--- config.mk ---
export PLATFORM = sky130hd
export DESIGN_NAME = io_decoder_flat
export DESIGN_NICKNAME = d
export VERILOG_FILES = /design/src/source/xt_periph_pkg.sv /design/src/source/xt_bus_if.sv /design/src/source/io_decoder.sv /design/src/flat_wrapper.sv
export SDC_FILE = /design/constraint.sdc
export NUM_CORES = 1
export LEC_CHECK = 0
export ABC_AREA = 1
export ABC_CLOCK_PERIOD_IN_PS = 800
export BUFFER_PORTS_ARGS = -buffer_cell sky130_fd_sc_hd__buf_4
export CORE_AREA = 8 8 45 47
export DETAILED_ROUTE_END_ITERATION = 10
export DIE_AREA = 0 0 53 55
export GPL_TIMING_DRIVEN = 0
export PLACE_DENSITY = 0.35
export SETUP_SLACK_MARGIN = 0.02
export SLEW_MARGIN = 40
export SYNTH_ARGS = -nofsm -noshare
export SYNTH_HDL_FRONTEND = slang
export SYNTH_SLANG_ARGS = --single-unit
--- constraint.sdc ---
create_clock -name vclk -period 0.8
set_clock_uncertainty 0.15 [all_clocks]
set_input_delay 0.12 -clock vclk [all_inputs]
set_output_delay 0.12 -clock vclk [all_outputs]
set_load 0.01 [all_outputs]
--- src/source/xt_periph_pkg.sv ---
/*
 * Shared constants and types for the PC/XT peripheral glue logic.
 * Address maps, bus widths, PPI port offsets, port B bit positions
 * and the decoded select flags used by every RTL block.
 */
package xt_periph_pkg;

    // Bus widths
    localparam int ADDR_W       = 20;
    localparam int DATA_W       = 8;
    localparam int RAM_ADDR_W   = 18;
    localparam int ROM_ADDR_W   = 16;
    localparam int IOCTL_ADDR_W = 25;

    // I/O port groups on address bits 7:5, 32 ports each
    localparam logic [2:0] IO_GROUP_DMA      = 3'd0;
    localparam logic [2:0] IO_GROUP_PIC      = 3'd1;
    localparam logic [2:0] IO_GROUP_PIT      = 3'd2;
    localparam logic [2:0] IO_GROUP_PPI      = 3'd3;
    localparam logic [2:0] IO_GROUP_DMA_PAGE = 3'd4;

    // Memory regions, 00000-3FFFF RAM and F0000-FFFFF BIOS
    localparam logic [1:0] RAM_REGION = 2'b00;
    localparam logic [3:0] ROM_REGION = 4'b1111;

    // Offsets inside the PPI window (0x60..0x62)
    localparam logic [1:0] PPI_PORT_A = 2'd0;
    localparam logic [1:0] PPI_PORT_B = 2'd1;
    localparam logic [1:0] PPI_PORT_C = 2'd2;

    // Port B bit positions
    localparam int PORTB_TIMER_GATE   = 0;
    localparam int PORTB_SPEAKER_DATA = 1;
    localparam int PORTB_KBD_RESET_N  = 6;
    localparam int PORTB_KBD_CLEAR    = 7;

    // Value returned when no source drives the bus
    localparam logic [DATA_W-1:0] IDLE_BUS_BYTE = 8'h00;

    // Decoded selects, all active high
    typedef struct packed {
        logic dma;
        logic pic;
        logic pit;
        logic ppi;
        logic dma_page;
        logic ram;
        logic rom;
    } select_t;

endpackage

--- src/source/xt_bus_if.sv ---
/*
 * CPU-side bus as seen by the peripheral block.
 * Filled from the pins at the top level and read by the decoder,
 * the memories, the keyboard port and the read mux.
 */
`timescale 1ns/1ps

interface xt_bus_if;

    logic [xt_periph_pkg::ADDR_W-1:0] address;
    logic [xt_periph_pkg::DATA_W-1:0] data_in;
    logic                             io_read_n;
    logic                             io_write_n;
    logic                             memory_read_n;
    logic                             memory_write_n;
    logic                             address_enable_n;

    modport master (
        output address, data_in, io_read_n, io_write_n,
               memory_read_n, memory_write_n, address_enable_n
    );

    // Address decode needs only the address and its enable
    modport decode (
        input address, address_enable_n
    );

    modport target (
        input address, data_in, io_read_n, io_write_n,
              memory_read_n, memory_write_n, address_enable_n
    );

endinterface

--- src/source/io_decoder.sv ---
/*
 * Address decoder for the I/O port groups 0x000-0x0FF and the RAM and
 * BIOS memory regions. Purely combinational, selects are active high.
 */
`timescale 1ns/1ps

module io_decoder (
    xt_bus_if.decode               bus_i,
    output xt_periph_pkg::select_t sel_o
);

    logic       bus_enabled;
    logic       io_window;
    logic [2:0] io_group;

    assign bus_enabled = ~bus_i.address_enable_n;

    // Only the first 256 ports are decoded here
    assign io_window = bus_enabled & ~bus_i.address[9] & ~bus_i.address[8];
    assign io_group  = bus_i.address[7:5];

    always_comb begin
        sel_o.dma      = io_window & (io_group == xt_periph_pkg::IO_GROUP_DMA);
        sel_o.pic      = io_window & (io_group == xt_periph_pkg::IO_GROUP_PIC);
        sel_o.pit      = io_window & (io_group == xt_periph_pkg::IO_GROUP_PIT);
        sel_o.ppi      = io_window & (io_group == xt_periph_pkg::IO_GROUP_PPI);
        sel_o.dma_page = io_window & (io_group == xt_periph_pkg::IO_GROUP_DMA_PAGE);

        // Memory regions from the top address bits
        sel_o.ram = bus_enabled &
                    (bus_i.address[xt_periph_pkg::ADDR_W-1 -: 2] ==
                     xt_periph_pkg::RAM_REGION);
        sel_o.rom = bus_enabled &
                    (bus_i.address[xt_periph_pkg::ADDR_W-1 -: 4] ==
                     xt_periph_pkg::ROM_REGION);
    end

endmodule

--- src/flat_wrapper.sv ---
// flat-port wrapper written by rule: the top's interface ports become plain ports
module io_decoder_flat 
  (sel_o, bus_i_address, bus_i_address_enable_n);
  xt_bus_if bus_i_i ();
  output xt_periph_pkg::select_t sel_o;
  input wire logic [$bits(bus_i_i.address)-1:0] bus_i_address;
  input wire logic [$bits(bus_i_i.address_enable_n)-1:0] bus_i_address_enable_n;
  assign bus_i_i.address = bus_i_address;
  assign bus_i_i.address_enable_n = bus_i_address_enable_n;
  io_decoder u_core (.bus_i(bus_i_i), .sel_o(sel_o));
endmodule
==> flow_metrics.py <==
metrics = {
    "status": {
        "status": "complete, but fails checks",
        "violations": "negative setup slack",
    },
    "final_layout": {
        "regArea_um2": 0,
        "nNetsFinal": 62,
        "fill_cells": 151,
        "seq_cells": 0,
        "drive_gt1_share_pct": 82.05,
        "antennaDiodeCount": 0,
        "area_growth_pct": 264.9,
        "num-clock-buffers": 0,
        "design_area_um2": 337.8,
        "final_util_pct": 24.41,
    },
    "global_routing": {
        "antenna_found_initial": 0,
        "first_global_vias": 190,
        "grt_max_degree": 6,
        "grt_usage_pct": 3.215,
        "grt_pass1_wl_um": 752,
        "gr-total-overflow": 0,
    },
    "die": {
        "chipWidth_um": 53,
        "fp.dieH_um": 55,
        "pin_count": 28,
        "start_util_pct": 6.691,
        "rows": 14,
        "core_area_um2": 1384,
        "fp.dieArea_um2": 2915,
    },
    "sta": {
        "drv_slew": 0,
        "hold_ws_ns": 0.3262,
        "layout_setup_ws_ns": -0.1055,
        "worst_pin_slew_ns": 0.1177,
        "hold_violations": 0,
        "fin_crit_ns": 0.9055,
        "period_share_pct": 113.2,
        "fmax_mhz": 1104,
        "setup_tns_ns": -0.5122,
        "setup_viol": 6,
        "grt_setup_unrepaired": "yes",
        "relSlewSlack_pct": 92.11,
    },
    "detailed_routing": {
        "drcViolationCount": 0,
        "vias": 192,
        "drtIter0Drc": 0,
        "routed_wl_um": 520,
        "vias_per_cell": 3.491,
        "ant_nets": 0,
        "wl_per_cell_um": 9.455,
        "firstDrtPassIters": 1,
    },
    "critical_path": {
        "cp.required_ns": 0.53,
        "crit_path_start_kind": "input port",
        "crit_chain": "buf_6, nor2_4, nand2_4, nor2_1, buf_4",
        "slowest_delay_ns": 0.13,
        "slowest_stage": "buf_4",
        "crit_path_end_kind": "output port",
        "critPathKind": "in -> out",
        "crit_arrival_ns": 0.64,
        "cp_max_fo": 5,
    },
    "synth": {
        "synth_seq_area_share_pct": 0,
        "yosys_warnings": 0,
        "netlist_area_um2": 92.59,
        "synth_nets": 42,
        "postSynthAreaPerCell_um2": 4.409,
        "syn_inst": 21,
        "yosysUniqueCellTypes": 7,
    },
    "pwr": {
        "leakagePower_uw": 0.0001571,
        "cellPowerDensity_nw_per_um2": 368.5,
        "peakVddDrop_mv": 0.1547,
    },
    "placement": {
        "port_buffers": 17,
        "finalWeightedCongestion": 0.5924,
        "dpl_worst_slack_ns": -0.1531,
        "placed_cell_area_um2": 240.2,
        "dp_hpwl_um": 436.7,
    },
    "job": {
        "drv_cap": 0,
    },
    "worst_hold_path": {
        "hold_path_class": "in -> out",
    },
}
## power by group
group	internal (µW)	switching, µW	leakage [µW]
combinational	68.5	56.0	0.000157
clock	0	0	0
sequential	0	0	0
total	68.5	56.0	0.000157
## worst max-delay path, delay by kind of cell
kind | cells | cell delay (ns)
AND/OR/NAND/NOR | 3 | 0.30
buffers and inverters | 2 | 0.22
## Yosys cell counts
library cell  n  area share [%]
nand2_1       1             4.1
nand3_1       6              32
nor2_1        6              24
nor3_1        1             5.4
nand2_2       1             6.8
inv_1         5              20
nor2_2        1             6.8
## cell usage in the layout (no fill, tap or decap), drive strengths merged
cell   netlist  routed
nor3         1       1
nand3        6       6
nor2         7       7
buf          0      18
nand2        2       2
inv          5       5
## path summary, 6_finish.rpt
path  endpoint  depth (start not counted)         startpoint  slack (ns)
max   sel_o[6]                          5   bus_i_address[8]       -0.11
min   sel_o[1]                          3  bus_i_address[18]        0.33
## final cells by class
type,instances,area (µm²),area share [%]
Timing Repair Buffer,18,165.2,48.89
Inverter,5,21.27,6.296
Tap cell,16,20.02,5.926
Multi-Input combinational cell,16,131.4,38.89
## repair_timing
action,4_1_cts,5_1_grt
pin swaps,9,4
endpoints found under the setup margin,7,7
resized for setup,12,15
setup buffers,1,0
hold endpoints to repair,0,0
hold buffers,0,0
## logic make-up (layout without fill, tap and decap cells)
logic type	count (synthesis)	in the layout	synth area share (%)
buffers and inverters	5	23	20.27
and+or+nand+nor	16	16	79.73
## routing by layer
layer | part of all wire, % | vias to the layer above | GRT usage (%) | wire [µm]
li1 | - | 102 | - | -
met2 | 29 | 17 | 3.516 | 152
met1 | 44 | 73 | 4.374 | 229
met5 | 0 | - | 0 | 0
met3 | 27 | 0 | 3.209 | 138
met4 | 0 | 0 | 0 | 0
## per-stage QoR
stage	power (µW)	cells
6_report	124.5	55
5_1_grt	136.1	55
4_1_cts	103.0	55
3_5_place_dp	80.99	54
3_3_place_gp	82.13	54
2_1_floorplan	26.18	21
No activity file was read; power rests on OpenSTA's default activity.
