## src/source/xt_periph_pkg.sv

```systemverilog
/*
 * Shared constants and types for the PC/XT peripheral glue logic.
 * Address maps, bus widths, PPI port offsets, port B bit positions
 * and the decoded select flags used by every RTL block.
 */
package xt_periph_pkg;

    // Bus widths
    localparam int ADDR_W       = 20;
    localparam int DATA_W       = 8;
    localparam int RAM_ADDR_W   = 18;
    localparam int ROM_ADDR_W   = 16;
    localparam int IOCTL_ADDR_W = 25;

    // I/O port groups on address bits 7:5, 32 ports each
    localparam logic [2:0] IO_GROUP_DMA      = 3'd0;
    localparam logic [2:0] IO_GROUP_PIC      = 3'd1;
    localparam logic [2:0] IO_GROUP_PIT      = 3'd2;
    localparam logic [2:0] IO_GROUP_PPI      = 3'd3;
    localparam logic [2:0] IO_GROUP_DMA_PAGE = 3'd4;

    // Memory regions, 00000-3FFFF RAM and F0000-FFFFF BIOS
    localparam logic [1:0] RAM_REGION = 2'b00;
    localparam logic [3:0] ROM_REGION = 4'b1111;

    // Offsets inside the PPI window (0x60..0x62)
    localparam logic [1:0] PPI_PORT_A = 2'd0;
    localparam logic [1:0] PPI_PORT_B = 2'd1;
    localparam logic [1:0] PPI_PORT_C = 2'd2;

    // Port B bit positions
    localparam int PORTB_TIMER_GATE   = 0;
    localparam int PORTB_SPEAKER_DATA = 1;
    localparam int PORTB_KBD_RESET_N  = 6;
    localparam int PORTB_KBD_CLEAR    = 7;

    // Value returned when no source drives the bus
    localparam logic [DATA_W-1:0] IDLE_BUS_BYTE = 8'h00;

    // Decoded selects, all active high
    typedef struct packed {
        logic dma;
        logic pic;
        logic pit;
        logic ppi;
        logic dma_page;
        logic ram;
        logic rom;
    } select_t;

endpackage

```

## src/source/xt_bus_if.sv

```systemverilog
/*
 * CPU-side bus as seen by the peripheral block.
 * Filled from the pins at the top level and read by the decoder,
 * the memories, the keyboard port and the read mux.
 */
`timescale 1ns/1ps

interface xt_bus_if;

    logic [xt_periph_pkg::ADDR_W-1:0] address;
    logic [xt_periph_pkg::DATA_W-1:0] data_in;
    logic                             io_read_n;
    logic                             io_write_n;
    logic                             memory_read_n;
    logic                             memory_write_n;
    logic                             address_enable_n;

    modport master (
        output address, data_in, io_read_n, io_write_n,
               memory_read_n, memory_write_n, address_enable_n
    );

    // Address decode needs only the address and its enable
    modport decode (
        input address, address_enable_n
    );

    modport target (
        input address, data_in, io_read_n, io_write_n,
              memory_read_n, memory_write_n, address_enable_n
    );

endinterface

```

## src/source/keyboard_port.sv

```systemverilog
/*
 * Reduced PPI for the keyboard and system control ports 0x60-0x62.
 * Synchronizes the keyboard inputs, holds port B and derives the
 * speaker, timer gate, keyboard clear and keyboard reset request.
 */
`timescale 1ns/1ps

module keyboard_port (
    input  logic                             clock,
    input  logic                             reset,
    xt_bus_if.target                         bus_i,
    input  xt_periph_pkg::select_t           sel_i,
    input  logic [xt_periph_pkg::DATA_W-1:0] keycode_i,
    input  logic                             keyboard_irq_i,
    input  logic [xt_periph_pkg::DATA_W-1:0] port_c_i,
    input  logic                             timer2_out_i,
    output logic                             keyboard_interrupt_o,
    output logic [xt_periph_pkg::DATA_W-1:0] port_data_o,
    output logic                             timer2_gate_o,
    output logic                             speaker_out_o,
    output logic                             kbd_clear_o,
    output logic                             kbd_reset_req_o
);

    logic [xt_periph_pkg::DATA_W-1:0] keycode_meta;
    logic [xt_periph_pkg::DATA_W-1:0] keycode_sync;
    logic                             irq_meta;
    logic [xt_periph_pkg::DATA_W-1:0] port_b;
    logic                             prev_io_write_n;
    logic [1:0]                       offset;
    logic                             port_b_write;
    logic                             reset_rise;

    assign offset = bus_i.address[1:0];

    // Write strobe edge so one bus write updates port B only once
    assign port_b_write = sel_i.ppi & (offset == xt_periph_pkg::PPI_PORT_B) &
                          ~bus_i.io_write_n & prev_io_write_n;

    assign reset_rise = port_b_write &
                        bus_i.data_in[xt_periph_pkg::PORTB_KBD_RESET_N] &
                        ~port_b[xt_periph_pkg::PORTB_KBD_RESET_N];

    always_ff @(posedge clock) begin
        if (reset) begin
            keycode_meta         <= '0;
            keycode_sync         <= '0;
            irq_meta             <= 1'b0;
            keyboard_interrupt_o <= 1'b0;
            port_b               <= '0;
            prev_io_write_n      <= 1'b1;
            kbd_reset_req_o      <= 1'b0;
        end else begin
            // Keyboard source is asynchronous, two flops each
            keycode_meta         <= keycode_i;
            keycode_sync         <= keycode_meta;
            irq_meta             <= keyboard_irq_i;
            keyboard_interrupt_o <= irq_meta;
            prev_io_write_n      <= bus_i.io_write_n;
            if (port_b_write) begin
                port_b <= bus_i.data_in;
            end
            kbd_reset_req_o <= reset_rise;
        end
    end

    always_comb begin
        case (offset)
            xt_periph_pkg::PPI_PORT_A: port_data_o = keycode_sync;
            xt_periph_pkg::PPI_PORT_B: port_data_o = port_b;
            xt_periph_pkg::PPI_PORT_C: port_data_o = port_c_i;
            default:                   port_data_o = xt_periph_pkg::IDLE_BUS_BYTE;
        endcase
    end

    assign timer2_gate_o = port_b[xt_periph_pkg::PORTB_TIMER_GATE];
    assign speaker_out_o = timer2_out_i & port_b[xt_periph_pkg::PORTB_SPEAKER_DATA];
    assign kbd_clear_o   = port_b[xt_periph_pkg::PORTB_KBD_CLEAR];

endmodule

```

## src/flat_wrapper.sv

```systemverilog
// flat-port wrapper written by rule: the top's interface ports become plain ports
module keyboard_port_flat 
  (clock, reset, sel_i, keycode_i, keyboard_irq_i, port_c_i, timer2_out_i, keyboard_interrupt_o, port_data_o, timer2_gate_o, speaker_out_o, kbd_clear_o, kbd_reset_req_o, bus_i_address, bus_i_data_in, bus_i_io_read_n, bus_i_io_write_n, bus_i_memory_read_n, bus_i_memory_write_n, bus_i_address_enable_n);
  xt_bus_if bus_i_i ();
  input  logic clock;
  input  logic reset;
  input  xt_periph_pkg::select_t sel_i;
  input  logic [xt_periph_pkg::DATA_W-1:0] keycode_i;
  input  logic keyboard_irq_i;
  input  logic [xt_periph_pkg::DATA_W-1:0] port_c_i;
  input  logic timer2_out_i;
  output logic keyboard_interrupt_o;
  output logic [xt_periph_pkg::DATA_W-1:0] port_data_o;
  output logic timer2_gate_o;
  output logic speaker_out_o;
  output logic kbd_clear_o;
  output logic kbd_reset_req_o;
  input wire logic [$bits(bus_i_i.address)-1:0] bus_i_address;
  input wire logic [$bits(bus_i_i.data_in)-1:0] bus_i_data_in;
  input wire logic [$bits(bus_i_i.io_read_n)-1:0] bus_i_io_read_n;
  input wire logic [$bits(bus_i_i.io_write_n)-1:0] bus_i_io_write_n;
  input wire logic [$bits(bus_i_i.memory_read_n)-1:0] bus_i_memory_read_n;
  input wire logic [$bits(bus_i_i.memory_write_n)-1:0] bus_i_memory_write_n;
  input wire logic [$bits(bus_i_i.address_enable_n)-1:0] bus_i_address_enable_n;
  assign bus_i_i.address = bus_i_address;
  assign bus_i_i.data_in = bus_i_data_in;
  assign bus_i_i.io_read_n = bus_i_io_read_n;
  assign bus_i_i.io_write_n = bus_i_io_write_n;
  assign bus_i_i.memory_read_n = bus_i_memory_read_n;
  assign bus_i_i.memory_write_n = bus_i_memory_write_n;
  assign bus_i_i.address_enable_n = bus_i_address_enable_n;
  keyboard_port u_core (.clock(clock), .reset(reset), .bus_i(bus_i_i), .sel_i(sel_i), .keycode_i(keycode_i), .keyboard_irq_i(keyboard_irq_i), .port_c_i(port_c_i), .timer2_out_i(timer2_out_i), .keyboard_interrupt_o(keyboard_interrupt_o), .port_data_o(port_data_o), .timer2_gate_o(timer2_gate_o), .speaker_out_o(speaker_out_o), .kbd_clear_o(kbd_clear_o), .kbd_reset_req_o(kbd_reset_req_o));
endmodule
```

## config.mk

```make
export PLATFORM = sky130hd
export DESIGN_NAME = keyboard_port_flat
export DESIGN_NICKNAME = d
export VERILOG_FILES = /design/src/source/xt_periph_pkg.sv /design/src/source/xt_bus_if.sv /design/src/source/keyboard_port.sv /design/src/flat_wrapper.sv
export SDC_FILE = /design/constraint.sdc
export NUM_CORES = 1
export LEC_CHECK = 0
export BUFFER_PORTS_ARGS = -buffer_cell sky130_fd_sc_hd__buf_2
export CORE_ASPECT_RATIO = 0.9
export CORE_MARGIN = 2
export CORE_UTILIZATION = 38
export CTS_BUF_LIST = sky130_fd_sc_hd__clkbuf_8
export CTS_CLUSTER_DIAMETER = 100
export DETAILED_ROUTE_END_ITERATION = 16
export PLACE_DENSITY = 0.79
export RECOVER_POWER = 100
export SLEW_MARGIN = 20
export SYNTH_ARGS = -nofsm -noshare
export SYNTH_HDL_FRONTEND = slang
export SYNTH_SLANG_ARGS = --single-unit
export TNS_END_PERCENT = 100
```

## constraint.sdc

```tcl
create_clock -name clock -period 0.9 [get_ports clock]
set_input_delay 0.045 -clock clock [delete_from_list [all_inputs] [get_ports clock]]
set_output_delay 0.045 -clock clock [all_outputs]
set_load 0.01 [all_outputs]
```

==> impl_metrics.prom <==
# TYPE chip_impl_metric gauge
chip_impl_info{name="clk_root_buffer_cell",value="sky130_fd_sc_hd__clkbuf_8"} 1
chip_impl_metric{name="worst_ep_arrival_time",unit="ns"} 1.01
chip_impl_metric{name="worst_ir_drop_vdd",unit="V"} 0.00105
chip_impl_metric{name="register_area",unit="um^2"} 572
chip_impl_info{name="ys_top_cells_by_count",value="sky130_fd_sc_hd__dfxtp_1 (28), sky130_fd_sc_hd__nor2b_1 (19), sky130_fd_sc_hd__mux2i_1 (16), sky130_fd_sc_hd__nand2b_1 (16)"} 1
chip_impl_info{name="crit_path_start_kind",value="flop"} 1
chip_impl_metric{name="leftover_overflow_at_the_end_of_global_routing",unit=""} 0
chip_impl_metric{name="synthCells",unit=""} 106
chip_impl_metric{name="cp.buffers_inverters",unit=""} 1
chip_impl_metric{name="postSynth.asyncResetShare",unit="%"} 0
chip_impl_info{name="path_cells",value="mux2i_2 -> o21ai_1 -> buf_2"} 1
chip_impl_metric{name="route.detailed.drc",unit=""} 0
chip_impl_metric{name="warnings_from_yosys",unit=""} 0
chip_impl_metric{name="final_hold_viol_count",unit=""} 0
chip_impl_metric{name="initial_core_util",unit="%"} 40.2
chip_impl_metric{name="global_route_wire_length_before_repair",unit="mm"} 3.48
chip_impl_metric{name="layout.cell_area.non_filler",unit="um^2"} 1690
chip_impl_metric{name="dp.cells",unit=""} 192
chip_impl_metric{name="tightest_slew",unit="ns"} 0.248
chip_impl_metric{name="setup_viol",unit=""} 17
chip_impl_metric{name="die-height",unit="um"} 55.1
chip_impl_metric{name="remaining_antenna_violation_count_after_routing",unit=""} 0
chip_impl_metric{name="layout-area-overhead-vs-synth",unit="%"} 52.8
chip_impl_metric{name="dpl_cell_area",unit="um^2"} 1410
chip_impl_metric{name="timing_max_transition_violations_final",unit=""} 0
chip_impl_metric{name="finalWirelength",unit="mm"} 2.32
chip_impl_info{name="yosys.cell_count.top_type",value="sky130_fd_sc_hd__dfxtp_1"} 1
chip_impl_metric{name="fillCellCount",unit=""} 237
chip_impl_metric{name="antenna_found_initial",unit=""} 0
chip_impl_metric{name="ys_seq_elements",unit=""} 28
chip_impl_metric{name="maxClockFrequency",unit="MHz"} 950
chip_impl_metric{name="dr.pass1.iters",unit=""} 4
chip_impl_metric{name="cts_htree_levels",unit=""} 1
chip_impl_info{name="ys_top_cells_by_area",value="sky130_fd_sc_hd__dfxtp_1 (51%), sky130_fd_sc_hd__mux2i_1 (15%), sky130_fd_sc_hd__nor2b_1 (11%)"} 1
chip_impl_metric{name="finalClockSkew",unit="ns"} 0.00412
chip_impl_metric{name="pin_count",unit=""} 73
chip_impl_metric{name="antennaDiodeCount",unit=""} 0
chip_impl_metric{name="layout-drive-gt1-share",unit="%"} 42.4
chip_impl_metric{name="multi_input_area",unit="um^2"} 533
chip_impl_info{name="crit_path_end_kind",value="output port"} 1
chip_impl_metric{name="finish.utilization",unit="%"} 61.4
chip_impl_metric{name="place.gp.congestion",unit=""} 0.837
chip_impl_info{name="worst_r2r_startpoint",value="u_core.prev_io_write_n"} 1
chip_impl_metric{name="netlist-cell-type-count",unit=""} 15
chip_impl_info{name="worst_hold_path_type",value="input port to flop"} 1
chip_impl_metric{name="buffer_depth_of_the_longest_clock_path",unit=""} 2
chip_impl_metric{name="postSynthNetCount",unit=""} 166
chip_impl_info{name="synth_top_area_cell",value="sky130_fd_sc_hd__dfxtp_1"} 1
chip_impl_metric{name="global_route.usage.total",unit="%"} 14.6
chip_impl_info{name="tritoncts_clock_tree",value="built"} 1
chip_impl_metric{name="placementRows",unit=""} 18
chip_impl_metric{name="crit_cells",unit=""} 3
chip_impl_metric{name="core-area",unit="um^2"} 2750
chip_impl_metric{name="routed_via_density",unit=""} 4.34
chip_impl_metric{name="final_nets",unit=""} 233
chip_impl_metric{name="worst_path_required_time",unit="ns"} 0.85
chip_impl_metric{name="rr_worst_depth",unit=""} 3
chip_impl_metric{name="maxcap_viol_count",unit=""} 0
chip_impl_metric{name="power.density",unit="nW/um^2"} 1530
chip_impl_metric{name="grt_max_degree",unit=""} 35
chip_impl_metric{name="syn_area",unit="um^2"} 1100
chip_impl_metric{name="wire_per_inst",unit="um"} 11.0
chip_impl_metric{name="leakagePower",unit="nW"} 0.758
chip_impl_metric{name="cts_num_sinks",unit=""} 28
chip_impl_metric{name="clock_period_minus_final_worst_setup_slack",unit="ns"} 1.05
chip_impl_info{name="synth_top_flop_cell",value="sky130_fd_sc_hd__dfxtp_1"} 1
chip_impl_metric{name="i_o_buffers",unit=""} 44
chip_impl_metric{name="post-layout-total-power",unit="W"} 0.00258
chip_impl_info{name="rsz0062_at_grt",value="true"} 1
chip_impl_info{name="critical_path_class",value="flop to output port"} 1
chip_impl_metric{name="slew_headroom",unit="%"} 83.5
chip_impl_metric{name="synth_top_cell_area_share",unit="%"} 50.8
chip_impl_metric{name="hpwlAfterDp",unit="mm"} 1.62
chip_impl_metric{name="post_synth_edffs",unit=""} 0
chip_impl_metric{name="design.die.area",unit="um^2"} 3350
chip_impl_metric{name="number_of_global_route_vias_before_repair",unit=""} 841
chip_impl_metric{name="fp.dieW",unit="um"} 60.8
chip_impl_metric{name="post-route-period-util",unit="%"} 117
chip_impl_metric{name="final_cells",unit=""} 212
chip_impl_info{name="path_delay_family",value="flip-flops"} 1
chip_impl_metric{name="worst-path-max-fanout",unit=""} 2
chip_impl_metric{name="totalNegativeSetupSlack",unit="ns"} -1.73
chip_impl_metric{name="clock_latency_late_sink",unit="ns"} 0.27
chip_impl_metric{name="hold_path_depth",unit=""} 3
chip_impl_metric{name="timing.final.ws_setup",unit="ns"} -0.153
chip_impl_info{name="critical_path.startpoint",value="u_core.port_b[1]"} 1
chip_impl_metric{name="ys_seq_area_share",unit="%"} 50.8
chip_impl_metric{name="drt-initial-drc-count",unit=""} 26
chip_impl_info{name="crit_slowest_cell",value="sky130_fd_sc_hd__dfxtp_2"} 1
chip_impl_metric{name="synth.avg_cell_area",unit="um^2"} 10.4
chip_impl_info{name="hold_path_startpoint",value="bus_i_data_in[7]"} 1
chip_impl_info{name="failing_checks",value="setup timing"} 1
chip_impl_metric{name="clock_buffers_created_by_tritoncts",unit=""} 3
chip_impl_metric{name="clk_pin_slew_worst_paths",unit="ns"} 0.09
chip_impl_info{name="outcome",value="finished, violations left"} 1
chip_impl_metric{name="worst_path_largest_cell_delay",unit="ns"} 0.34
chip_impl_metric{name="dr_total_vias",unit=""} 921
[cells in the final DEF (no fill, tap or decap), types with 6 or more instances in the layout]
cell and count:
sky130_fd_sc_hd__nand2b_1 16, sky130_fd_sc_hd__dlygate4sd3_1 10, sky130_fd_sc_hd__dfxtp_2 9, sky130_fd_sc_hd__buf_6 6, sky130_fd_sc_hd__buf_2 38, sky130_fd_sc_hd__buf_4 9
sky130_fd_sc_hd__nand2_1 8, sky130_fd_sc_hd__nor2b_1 19, sky130_fd_sc_hd__mux2i_1 15, sky130_fd_sc_hd__dfxtp_1 19, sky130_fd_sc_hd__o21ai_1 8
[power breakdown]
part	internal, W	leakage [nW]	switching (W)
sequential	0.00129	0.234	0.0000149
combinational	0.000193	0.489	0.000136
clock	0.000595	0.0357	0.000353
[cell families after synthesis]
| logic type | share of synthesized area (%) |
|---|---|
| buffers and inverters | 2.83 |
| AOI/OAI and AO/OA | 3.63 |
| muxes | 14.5 |
| and+or+nand+nor | 28.2 |
| DFF | 50.8 |
[registers in the layout (all words and copies together), names as in the netlist]
name and flops:
u_core.keycode_meta 8, u_core.keycode_sync 8, u_core.port_b 8, u_core.irq_meta 1, u_core.kbd_reset_req_o 1, u_core.keyboard_interrupt_o 1
u_core.prev_io_write_n 1
[path summary, 6_finish.rpt]
path                            slack, ns                     end
worst max-delay path                -0.15          port_data_o[1]
worst min-delay path                 0.02        u_core.port_b[7]
worst max register to register      -0.12        u_core.port_b[4]
worst min register to register       0.44  u_core.keycode_sync[7]
[layer usage]
| layer | global-route usage (%) | vias to the layer above | part of all wire [%] | wire [um] |
|---|---|---|---|---|
| li1 | - | 472 | - | - |
| met1 | 14.2 | 417 | 42 | 966 |
| met2 | 29.0 | 30 | 52 | 1210 |
| met3 | 4.42 | 2 | 5.9 | 136 |
| met4 | 5.43 | 0 | 0.39 | 9 |
| met5 | 0 | - | 0 | 0 |
[timing repair]
item,4_1_cts,5_1_grt
hold endpoints to repair,10,0
setup endpoints to repair,18,20
pin swaps,1,1
gates resized for setup,20,6
setup buffers,5,1
hold buffers,10,0
[worst register-to-register path: cells and delay by family, from the launching register on]
kind          cells  cell delay (ns)
flops             1             0.35
mux               1             0.23
simple gates      2             0.37
[through the flow]
stage,setup WS [ns],hold slack (ns)
finish,-0.153,0.0223
global route,-0.207,0.0277
CTS,-0.183,0.0137
detailed placement,-0.0906,0.260
global placement,-0.0422,0.259
floorplan,0.0145,0.163
[cell type report]
| type | instances | area share [%] |
|---|---|---|
| Timing Repair Buffer | 67 | 27.1 |
| Clock buffer | 3 | 2.45 |
| Clock inverter | 1 | 1.78 |
| Tap cell | 40 | 2.97 |
| Inverter | 1 | 0.223 |
| Multi-Input combinational cell | 72 | 31.6 |
| Sequential cell | 28 | 33.9 |
(Power assumes the default switching activity.)
