<file path="src/source/xt_periph_pkg.sv">
/*
 * Shared constants and types for the PC/XT peripheral glue logic.
 * Address maps, bus widths, PPI port offsets, port B bit positions
 * and the decoded select flags used by every RTL block.
 */
package xt_periph_pkg;

    // Bus widths
    localparam int ADDR_W       = 20;
    localparam int DATA_W       = 8;
    localparam int RAM_ADDR_W   = 18;
    localparam int ROM_ADDR_W   = 16;
    localparam int IOCTL_ADDR_W = 25;

    // I/O port groups on address bits 7:5, 32 ports each
    localparam logic [2:0] IO_GROUP_DMA      = 3'd0;
    localparam logic [2:0] IO_GROUP_PIC      = 3'd1;
    localparam logic [2:0] IO_GROUP_PIT      = 3'd2;
    localparam logic [2:0] IO_GROUP_PPI      = 3'd3;
    localparam logic [2:0] IO_GROUP_DMA_PAGE = 3'd4;

    // Memory regions, 00000-3FFFF RAM and F0000-FFFFF BIOS
    localparam logic [1:0] RAM_REGION = 2'b00;
    localparam logic [3:0] ROM_REGION = 4'b1111;

    // Offsets inside the PPI window (0x60..0x62)
    localparam logic [1:0] PPI_PORT_A = 2'd0;
    localparam logic [1:0] PPI_PORT_B = 2'd1;
    localparam logic [1:0] PPI_PORT_C = 2'd2;

    // Port B bit positions
    localparam int PORTB_TIMER_GATE   = 0;
    localparam int PORTB_SPEAKER_DATA = 1;
    localparam int PORTB_KBD_RESET_N  = 6;
    localparam int PORTB_KBD_CLEAR    = 7;

    // Value returned when no source drives the bus
    localparam logic [DATA_W-1:0] IDLE_BUS_BYTE = 8'h00;

    // Decoded selects, all active high
    typedef struct packed {
        logic dma;
        logic pic;
        logic pit;
        logic ppi;
        logic dma_page;
        logic ram;
        logic rom;
    } select_t;

endpackage

</file>
<file path="src/source/xt_bus_if.sv">
/*
 * CPU-side bus as seen by the peripheral block.
 * Filled from the pins at the top level and read by the decoder,
 * the memories, the keyboard port and the read mux.
 */
`timescale 1ns/1ps

interface xt_bus_if;

    logic [xt_periph_pkg::ADDR_W-1:0] address;
    logic [xt_periph_pkg::DATA_W-1:0] data_in;
    logic                             io_read_n;
    logic                             io_write_n;
    logic                             memory_read_n;
    logic                             memory_write_n;
    logic                             address_enable_n;

    modport master (
        output address, data_in, io_read_n, io_write_n,
               memory_read_n, memory_write_n, address_enable_n
    );

    // Address decode needs only the address and its enable
    modport decode (
        input address, address_enable_n
    );

    modport target (
        input address, data_in, io_read_n, io_write_n,
              memory_read_n, memory_write_n, address_enable_n
    );

endinterface

</file>
<file path="src/source/read_data_mux.sv">
/*
 * Picks the byte returned to the CPU from the chipset sources.
 * Fixed priority with interrupt acknowledge first, idle byte last.
 */
`timescale 1ns/1ps

module read_data_mux (
    xt_bus_if.target                         bus_i,
    input  xt_periph_pkg::select_t           sel_i,
    input  logic                             interrupt_acknowledge_n_i,
    input  logic [xt_periph_pkg::DATA_W-1:0] pic_data_i,
    input  logic [xt_periph_pkg::DATA_W-1:0] pit_data_i,
    input  logic [xt_periph_pkg::DATA_W-1:0] ppi_data_i,
    input  logic [xt_periph_pkg::DATA_W-1:0] ram_data_i,
    input  logic [xt_periph_pkg::DATA_W-1:0] rom_data_i,
    output logic [xt_periph_pkg::DATA_W-1:0] data_bus_out_o,
    output logic                             data_bus_out_from_chipset_o
);

    logic io_read;
    logic memory_read;

    assign io_read     = ~bus_i.io_read_n;
    assign memory_read = ~bus_i.memory_read_n;

    always_comb begin
        data_bus_out_from_chipset_o = 1'b1;
        // Vector byte from the external PIC during INTA
        if (!interrupt_acknowledge_n_i) begin
            data_bus_out_o = pic_data_i;
        end else if (sel_i.pic && io_read) begin
            data_bus_out_o = pic_data_i;
        end else if (sel_i.pit && io_read) begin
            data_bus_out_o = pit_data_i;
        end else if (sel_i.ppi && io_read) begin
            data_bus_out_o = ppi_data_i;
        end else if (sel_i.rom && memory_read) begin
            data_bus_out_o = rom_data_i;
        end else if (sel_i.ram && memory_read) begin
            data_bus_out_o = ram_data_i;
        end else begin
            data_bus_out_o              = xt_periph_pkg::IDLE_BUS_BYTE;
            data_bus_out_from_chipset_o = 1'b0;
        end
    end

endmodule

</file>
<file path="src/flat_wrapper.sv">
// flat-port wrapper written by rule: the top's interface ports become plain ports
module read_data_mux_flat 
  (sel_i, interrupt_acknowledge_n_i, pic_data_i, pit_data_i, ppi_data_i, ram_data_i, rom_data_i, data_bus_out_o, data_bus_out_from_chipset_o, bus_i_address, bus_i_data_in, bus_i_io_read_n, bus_i_io_write_n, bus_i_memory_read_n, bus_i_memory_write_n, bus_i_address_enable_n);
  xt_bus_if bus_i_i ();
  input  xt_periph_pkg::select_t sel_i;
  input  logic interrupt_acknowledge_n_i;
  input  logic [xt_periph_pkg::DATA_W-1:0] pic_data_i;
  input  logic [xt_periph_pkg::DATA_W-1:0] pit_data_i;
  input  logic [xt_periph_pkg::DATA_W-1:0] ppi_data_i;
  input  logic [xt_periph_pkg::DATA_W-1:0] ram_data_i;
  input  logic [xt_periph_pkg::DATA_W-1:0] rom_data_i;
  output logic [xt_periph_pkg::DATA_W-1:0] data_bus_out_o;
  output logic data_bus_out_from_chipset_o;
  input wire logic [$bits(bus_i_i.address)-1:0] bus_i_address;
  input wire logic [$bits(bus_i_i.data_in)-1:0] bus_i_data_in;
  input wire logic [$bits(bus_i_i.io_read_n)-1:0] bus_i_io_read_n;
  input wire logic [$bits(bus_i_i.io_write_n)-1:0] bus_i_io_write_n;
  input wire logic [$bits(bus_i_i.memory_read_n)-1:0] bus_i_memory_read_n;
  input wire logic [$bits(bus_i_i.memory_write_n)-1:0] bus_i_memory_write_n;
  input wire logic [$bits(bus_i_i.address_enable_n)-1:0] bus_i_address_enable_n;
  assign bus_i_i.address = bus_i_address;
  assign bus_i_i.data_in = bus_i_data_in;
  assign bus_i_i.io_read_n = bus_i_io_read_n;
  assign bus_i_i.io_write_n = bus_i_io_write_n;
  assign bus_i_i.memory_read_n = bus_i_memory_read_n;
  assign bus_i_i.memory_write_n = bus_i_memory_write_n;
  assign bus_i_i.address_enable_n = bus_i_address_enable_n;
  read_data_mux u_core (.bus_i(bus_i_i), .sel_i(sel_i), .interrupt_acknowledge_n_i(interrupt_acknowledge_n_i), .pic_data_i(pic_data_i), .pit_data_i(pit_data_i), .ppi_data_i(ppi_data_i), .ram_data_i(ram_data_i), .rom_data_i(rom_data_i), .data_bus_out_o(data_bus_out_o), .data_bus_out_from_chipset_o(data_bus_out_from_chipset_o));
endmodule
</file>
<file path="config.mk">
export PLATFORM = sky130hd
export DESIGN_NAME = read_data_mux_flat
export DESIGN_NICKNAME = d
export VERILOG_FILES = /design/src/source/xt_periph_pkg.sv /design/src/source/xt_bus_if.sv /design/src/source/read_data_mux.sv /design/src/flat_wrapper.sv
export SDC_FILE = /design/constraint.sdc
export NUM_CORES = 1
export LEC_CHECK = 0
export ABC_AREA = 1
export CORE_AREA = 2 2 39 41
export DETAILED_ROUTE_END_ITERATION = 8
export DIE_AREA = 0 0 41 43
export DONT_BUFFER_PORTS = 1
export GPL_ROUTABILITY_DRIVEN = 0
export SLEW_MARGIN = 20
export SYNTH_ARGS = -nofsm -noshare
export SYNTH_HDL_FRONTEND = slang
export SYNTH_SLANG_ARGS = --single-unit
</file>
<file path="constraint.sdc">
create_clock -name vclk -period 1.1
set_input_delay 0 -clock vclk [all_inputs]
set_output_delay 0 -clock vclk [all_outputs]
set_load 0.02 [all_outputs]
</file>
==> results of run 1 <==
[metrics by stage]
step / util / total power, uW / hold WS, ns / setup slack [ns]
6_report: 0.4051 / 221.9 / 0.1808 / 0.2892
5_1_grt: 0.4051 / 257.1 / 0.1977 / 0.1817
4_1_cts: 0.4051 / 224.7 / 0.1790 / 0.2897
3_5_place_dp: 0.4051 / 224.0 / 0.1790 / 0.2933
3_3_place_gp: 0.4051 / 220.3 / 0.1797 / 0.3136
2_1_floorplan: - / 212.4 / 0.1728 / 0.4226
[kinds of logic after synthesis]
logic type	Yosys count
and+or+nand+nor	110
buffers and inverters	24
AOI/OAI and AO/OA	1
[power breakdown]
part / total (uW) / internal, uW / switching [uW]
combinational: 222 / 66.5 / 155
sequential: 0 / 0 / 0
clock: 0 / 0 / 0
[layout by cell type (no fill, tap or decap)]
master / netlist / routed
nor2_1: 22 / 22
nand2_8: 1 / 1
nand2_2: 1 / 1
inv_2: 10 / 10
nor2_2: 1 / 1
nor3_1: 1 / 1
nand2_1: 81 / 81
nand2_4: 1 / 1
o21a_1: 1 / 1
inv_1: 10 / 10
nand3_1: 1 / 1
nor2_4: 1 / 1
inv_4: 1 / 1
[cell type report]
type               instances  area (um^2)  area share
multi-input cells        111        459.2      0.8192
well taps                 16        20.02     0.03571
inverters                 21        81.33      0.1451
[metal layers]
layer / up-vias / GRT usage / part of all wire
met5: - / 0 / 0
met4: 0 / 0 / 0
met3: 0 / 0.01047 / 0.10
met2: 33 / 0.2906 / 0.49
met1: 298 / 0.1551 / 0.41
li1: 381 / - / -
[how the worst min path moves through the flow]
stage,end,cells past startpoint,slack (ns)
2_1_floorplan,data_bus_out_o[0],2,0.17
3_3_place_gp,data_bus_out_o[6],2,0.18
3_5_place_dp,data_bus_out_o[7],2,0.18
4_1_cts,data_bus_out_o[7],2,0.18
5_1_grt,data_bus_out_o[7],2,0.20
6_report,data_bus_out_o[7],2,0.18
==> flow_summary.ini, run 1 <==
[run_status]
status = finished, final reports clean

[cells_and_area]
regArea_um2 = 0
fin_cells = 148
diodes = 0
final_layout_size_suffix_gt1_frac = 0.1212
area_growth_syn_to_layout_pct = -1.754
final_area_um2 = 560.5
fillers = 175
design.seq.count = 0
clock_buffers = 0
fin_nets = 215

[drt]
drt_pass1_iterations = 4
drc = 0
ant_nets = 0
viasPerCell = 4.811
routed_wl_mm = 1.339
num_vias = 712
post_drt_wl_per_cell_um = 9.047
drt_iter0_drc = 10

[clock_network]
ctsResizeCount = 0
hold_buffers = 0
cts_setup_buffers = 0

[logic_synthesis]
ys_seq_area_frac = 0
yosysTopAreaCellShare = 0.5329
synthesis.nets = 216
synth.distinct_cells = 15
yosysTopAreaCell = nand2_1
synth_compound_area_frac = 0.01316
synth_mux_area_frac = 0
synth_commonest_cells = nand2_1, nor2_1, inv_1, inv_2, buf_6
synth-xor-area-share = 0
yosysMostFrequentCell = nand2_1
yosys.area_share.simple = 0.7917
yosys-top-cells-area = nand2_1, nor2_1, inv_1, inv_2, buf_6
postSynthCellCount = 135
synthAdderAreaFrac = 0
yosysWarnings = 0
synth.avg_cell_area_um2 = 4.226
netlist_area_um2 = 570.5
synth_top_family_by_area = simple AND/OR/NAND/NOR gates

[setup_path]
startpoint = bus_i_io_read_n
cp_slowest_cell = nand2_2
arrival_ns = 0.81
crit_required_ns = 1.10
cp-start-kind = primary input
worstPathCellList = inv_2, nand2_1, nand2_2, inv_1, o21a_1, nand2_1, nand2_1
cpMostUsedCell = nand2_1
cp-end-kind = output port
crit_buf_inv = 2
crit_end = data_bus_out_o[6]
setup.worst_path.class = in -> out
cpLargestDelayFamily = simple AND/OR/NAND/NOR gates
path_depth = 7
path_max_fanout = 16
slowest_delay_ns = 0.22

[placed_design]
placedCellCount = 148
place_hpwl_mm = 1.157
post_dp_cell_area_um2 = 560.5
port-buffer-count = 0

[sta]
finalHoldViolCount = 0
maxSlewViolCount = 0
worstMarginPinSlew_ns = 0.3340
rsz0062_at_grt = false
setup_viol = 0
fin_crit_ns = 0.8108
min_period_over_period = 0.7371
fmaxAchievable_ghz = 1.233
fin_setup_tns_ns = 0
timing.slew.headroom = 0.7771

[floorplanning]
die_x_um = 41
io_pins = 90
die-area_um2 = 1763
rows = 14
die_y_um = 43
start_util = 0.4123
core_area_um2 = 1384

[min_path]
hold_class = in -> out
min_from = pic_data_i[7]

[grt]
grtUsageTotal = 0.1439
grt-ovfl-total = 0
first_global_vias = 551
antenna_found_initial = 0
grt_pass1_wl_mm = 1.911
grt_max_degree = 18

[power]
ir_drop_mv = 0.1368
power_density_nw_per_um2 = 395.9
p_leak_uw = 0.0003980

[job]
max_cap_violations = 0
No activity file was read; power rests on OpenSTA's default activity.
==> inputs of run 2 (changes only) <==
==> constraint.sdc (replaced) <==
create_clock -name vclk -period 0.8
set_input_delay 0 -clock vclk [all_inputs]
set_output_delay 0 -clock vclk [all_outputs]
set_load 0.02 [all_outputs]
==> run 2 against run 1 <==
Against the previous run: critical path depth up 1; global-route usage increased by 0.40 points; setup slack got worse by 0.21 ns; first-iteration DRC count down 60%; final cell count grew 3.4%; sequential cell count unchanged; hold slack lost 0.028 ns; wire length grew 3.4%; critical endpoint unchanged; largest cell class unchanged; highest routed layer unchanged.
==> flow_summary.ini, run 2 (same netlist as run 1, synthesis figures left out) <==
[setup_path]
path_max_fanout = 17
cp_slowest_cell = nand2_1
crit_buf_inv = 3
crit_required_ns = 0.80
setup.worst_path.class = in -> out
cp-end-kind = output port
cpMostUsedCell = nand2_1
slowest_delay_ns = 0.16
worstPathCellList = inv_2, buf_4, nand2_4, nand2_1, inv_2, nand2_1, nand2_1, nand2_1
arrival_ns = 0.72
cpLargestDelayFamily = simple AND/OR/NAND/NOR gates
cp-start-kind = primary input

[floorplanning]
io_pins = 90
die_y_um = 43
die_x_um = 41
start_util = 0.4123
die-area_um2 = 1763
core_area_um2 = 1384
rows = 14

[clock_network]
hold_buffers = 0

[grt]
grtUsageTotal = 0.1479
antenna_found_initial = 0
grt-ovfl-total = 0
grt_pass1_wl_mm = 1.959
first_global_vias = 568
grt_max_degree = 18

[sta]
fmaxAchievable_ghz = 1.382
rsz0062_at_grt = true
finalHoldViolCount = 0
fin_crit_ns = 0.7235
post-route-worst-setup-slack_ns = 0.07648
maxSlewViolCount = 0
worstMarginPinSlew_ns = 0.2294
timing.slew.headroom = 0.8466
setup_viol = 0
min_period_over_period = 0.9044

[cells_and_area]
final_cell_mix = nand2_1, nor2_1, inv_1, inv_2, nand2_2
final_common_cell = nand2_1
design.seq.count = 0
regArea_um2 = 0
final_util = 0.4575
clock_buffers = 0
fin_nets = 220
area_growth_syn_to_layout_pct = 10.96
diodes = 0
final_layout_size_suffix_gt1_frac = 0.2044

[drt]
drc = 0
drt_pass1_iterations = 2
post_drt_wl_per_cell_um = 9.046
drt_iter0_drc = 4
viasPerCell = 4.608
num_vias = 705
routed_wl_mm = 1.384
ant_nets = 0

[job]
max_cap_violations = 0

[power]
power_density_nw_per_um2 = 556.9
p_sw_frac = 0.6478
power.share.clock = 0
power.internal_uw = 124.2
p_leak_uw = 0.0004292
ir_drop_mv = 0.2435
sequentialPowerShare = 0
p_comb_frac = 1.000
switching_power_uw = 228.4

[placed_design]
port-buffer-count = 0
place_hpwl_mm = 1.148
place_ws_ns = 0.04861

[run_status]
status = finished, final reports clean

[min_path]
hold_class = in -> out
==> run 2: cell count changes in the layout (fill, tap and decap cells not counted), sizes merged <==
cell and change:
buf +5
==> run 2: metrics by stage <==
stage | hold WS, ns | std cells | setup TNS [ns] | instance area [um^2] | power [uW]
after floorplan | 0.1728 | 135 | 0 | 570.5 | 292.1
after global placement | 0.1778 | 153 | 0 | 610.6 | 331.7
after detailed placement | 0.1790 | 153 | 0 | 610.6 | 337.6
after CTS | 0.1790 | 153 | 0 | 610.6 | 338.9
after global routing | 0.1676 | 153 | -0.02803 | 633.1 | 406.1
final | 0.1530 | 153 | 0 | 633.1 | 352.6
==> run 2: power by group through the flow <==
| stage | registers (uW) | logic [uW] | clock network (uW) |
|---|---|---|---|
| 2_1_floorplan | 0 | 292 | 0 |
| 3_3_place_gp | 0 | 332 | 0 |
| 3_5_place_dp | 0 | 338 | 0 |
| 4_1_cts | 0 | 339 | 0 |
| 5_1_grt | 0 | 406 | 0 |
| 6_report | 0 | 353 | 0 |
==> run 2: timing repair <==
item / CTS / global route
endpoints found under the setup margin: 0 / 8
buffers inserted: 0 / 0
hold endpoints to repair: 0 / 0
resized for setup: 0 / 8
==> run 2: final cells by class <==
| class | count | area [um^2] |
|---|---|---|
| multi-input combinational | 111 | 481.7 |
| tap | 16 | 20.02 |
| timing repair buffer | 5 | 50.05 |
| fill | 171 | 750.7 |
| inverter | 21 | 81.33 |
==> run 2: final timing paths <==
kind                         from                end  slack (ns)  depth (start not counted)
setup / recovery  bus_i_io_read_n  data_bus_out_o[6]        0.08                          8
hold / removal      pic_data_i[4]  data_bus_out_o[4]        0.15                          2
==> run 2: per-layer routing <==
metal / up-vias / track usage / share of wire
li1: 390 / - / -
met1: 287 / 0.1551 / 0.40
met2: 28 / 0.3000 / 0.50
met3: 0 / 0.01571 / 0.096
met4: 0 / 0 / 0
met5: - / 0 / 0
==> inputs of run 3 (changes only) <==
--- a/config.mk
+++ b/config.mk
@@ -11,6 +11,7 @@
 export DIE_AREA = 0 0 41 43
 export DONT_BUFFER_PORTS = 1
 export GPL_ROUTABILITY_DRIVEN = 0
+export SETUP_SLACK_MARGIN = 0.1
 export SLEW_MARGIN = 20
 export SYNTH_ARGS = -nofsm -noshare
 export SYNTH_HDL_FRONTEND = slang
==> run 3 against run 2 <==
Against the previous run: non-clock buffer count is 1 higher; global-route usage grew 0.70 points; sequential cell count unchanged; wire length rose by 5.2%; highest routed layer is now met4.
==> flow_summary.ini, run 3 (same netlist as run 1, synthesis figures left out) <==
[cells_and_area]
fillers = 163
diodes = 0
area_growth_syn_to_layout_pct = 21.49
fin_nets = 222
regArea_um2 = 0
final_cell_mix = nand2_1, nor2_1, nand2_2
design.seq.count = 0
final_layout_size_suffix_gt1_frac = 0.2446
final_common_cell = nand2_1
fin_cells = 155
clock_buffers = 0

[run_status]
status = finished, final reports clean

[placed_design]
placedCellCount = 153
place_hpwl_mm = 1.148
port-buffer-count = 0

[sta]
whs_ns = 0.1499
maxSlewViolCount = 0
fin_crit_ns = 0.6496
fmaxAchievable_ghz = 1.539
rsz0062_at_grt = true
setup_viol = 0
min_period_over_period = 0.8120
fin_setup_tns_ns = 0
finalHoldViolCount = 0
worstMarginPinSlew_ns = 0.2294
timing.slew.headroom = 0.8466

[power]
p_comb_frac = 1.000
power.internal_uw = 142.1
power_density_nw_per_um2 = 551.3
p_leak_uw = 0.0004389
p_sw_frac = 0.6282
switching_power_uw = 240.1
sequentialPowerShare = 0
power.share.clock = 0
ir_drop_mv = 0.2636

[drt]
drt_iter0_drc = 6
route.met2.wl_um = 763
num_vias = 733
ant_nets = 0
drc = 0
post_drt_wl_per_cell_um = 9.394
wl_met3_um = 137
viasPerCell = 4.729
wl_met1_um = 547
drt_pass1_iterations = 4
routed_wl_mm = 1.456
highest_layer = met4

[floorplanning]
die_y_um = 43
io_pins = 90
core_area_um2 = 1384
die-area_um2 = 1763
rows = 14
start_util = 0.4123
die_x_um = 41

[job]
max_cap_violations = 0

[setup_path]
crit_required_ns = 0.80
path_max_fanout = 5
cp-start-kind = primary input
setup.worst_path.class = in -> out
arrival_ns = 0.65
cp-end-kind = output port

[grt]
first_global_vias = 618
grtUsageTotal = 0.1548
antenna_found_initial = 0
grt_max_degree = 18
grt-ovfl-total = 0
grt_pass1_wl_mm = 2.049

[clock_network]
hold_buffers = 0

[min_path]
hold_class = in -> out
run 3: cell count changes in the layout (fill, tap and decap cells not counted), moves of 2 or more:
cell,delta
nand2_2,+3
inv_4,+2
buf_6,+2
nor2_4,+2
inv_2,-2
nand2_1,-3
run 3: final cells by class:
class                           count  area, um^2  area share
Timing Repair Buffer                6       65.06     0.09386
Inverter                           21       93.84      0.1354
Tap cell                           16       20.02     0.02888
Multi-Input combinational cell    112       514.2      0.7419
run 3: final timing paths:
check                          from           endpoint  cells after the start
worst min-delay path  pic_data_i[0]  data_bus_out_o[0]                      2
worst max-delay path       sel_i[1]  data_bus_out_o[5]                      9
run 3: power by group through the flow:
stage | Sequential [uW] | Combinational (uW) | Clock [uW]
global placement | 0 | 332 | 0
finish | 0 | 382 | 0
CTS | 0 | 362 | 0
floorplan | 0 | 292 | 0
global route | 0 | 436 | 0
detailed placement | 0 | 338 | 0
run 3: worst max-delay path, cell delays in order:
cell     delay (ns)
inv_8          0.01
nor2_4         0.11
buf_6          0.12
nand2_2        0.04
nand2_1        0.06
nand2_1        0.05
nand2_1        0.07
nand2_1        0.06
nand2_2        0.12
run 3: per-layer routing:
metal / track usage / vias to the layer above
met5: 0 / -
met4: 0.006667 / 0
met3: 0.01047 / 2
met2: 0.3219 / 31
met1: 0.1551 / 304
li1: - / 396
run 3: repair_timing:
action,4_1_cts,5_1_grt
cloned,0,1
endpoints found under the setup margin,8,9
gates resized for setup,10,12
buffers inserted,0,1
pin swaps,1,7
run 3: metrics by stage:
stage / setup WS (ns) / cell area (um^2) / utilization / power (uW)
2_1_floorplan: 0.1226 / 570.5 / - / 292.1
3_3_place_gp: 0.06560 / 610.6 / 0.4412 / 331.7
3_5_place_dp: 0.04861 / 610.6 / 0.4412 / 337.6
4_1_cts: 0.1005 / 644.4 / 0.4656 / 362.0
5_1_grt: 0.02731 / 693.2 / 0.5009 / 436.1
6_report: 0.1504 / 693.2 / 0.5009 / 382.2
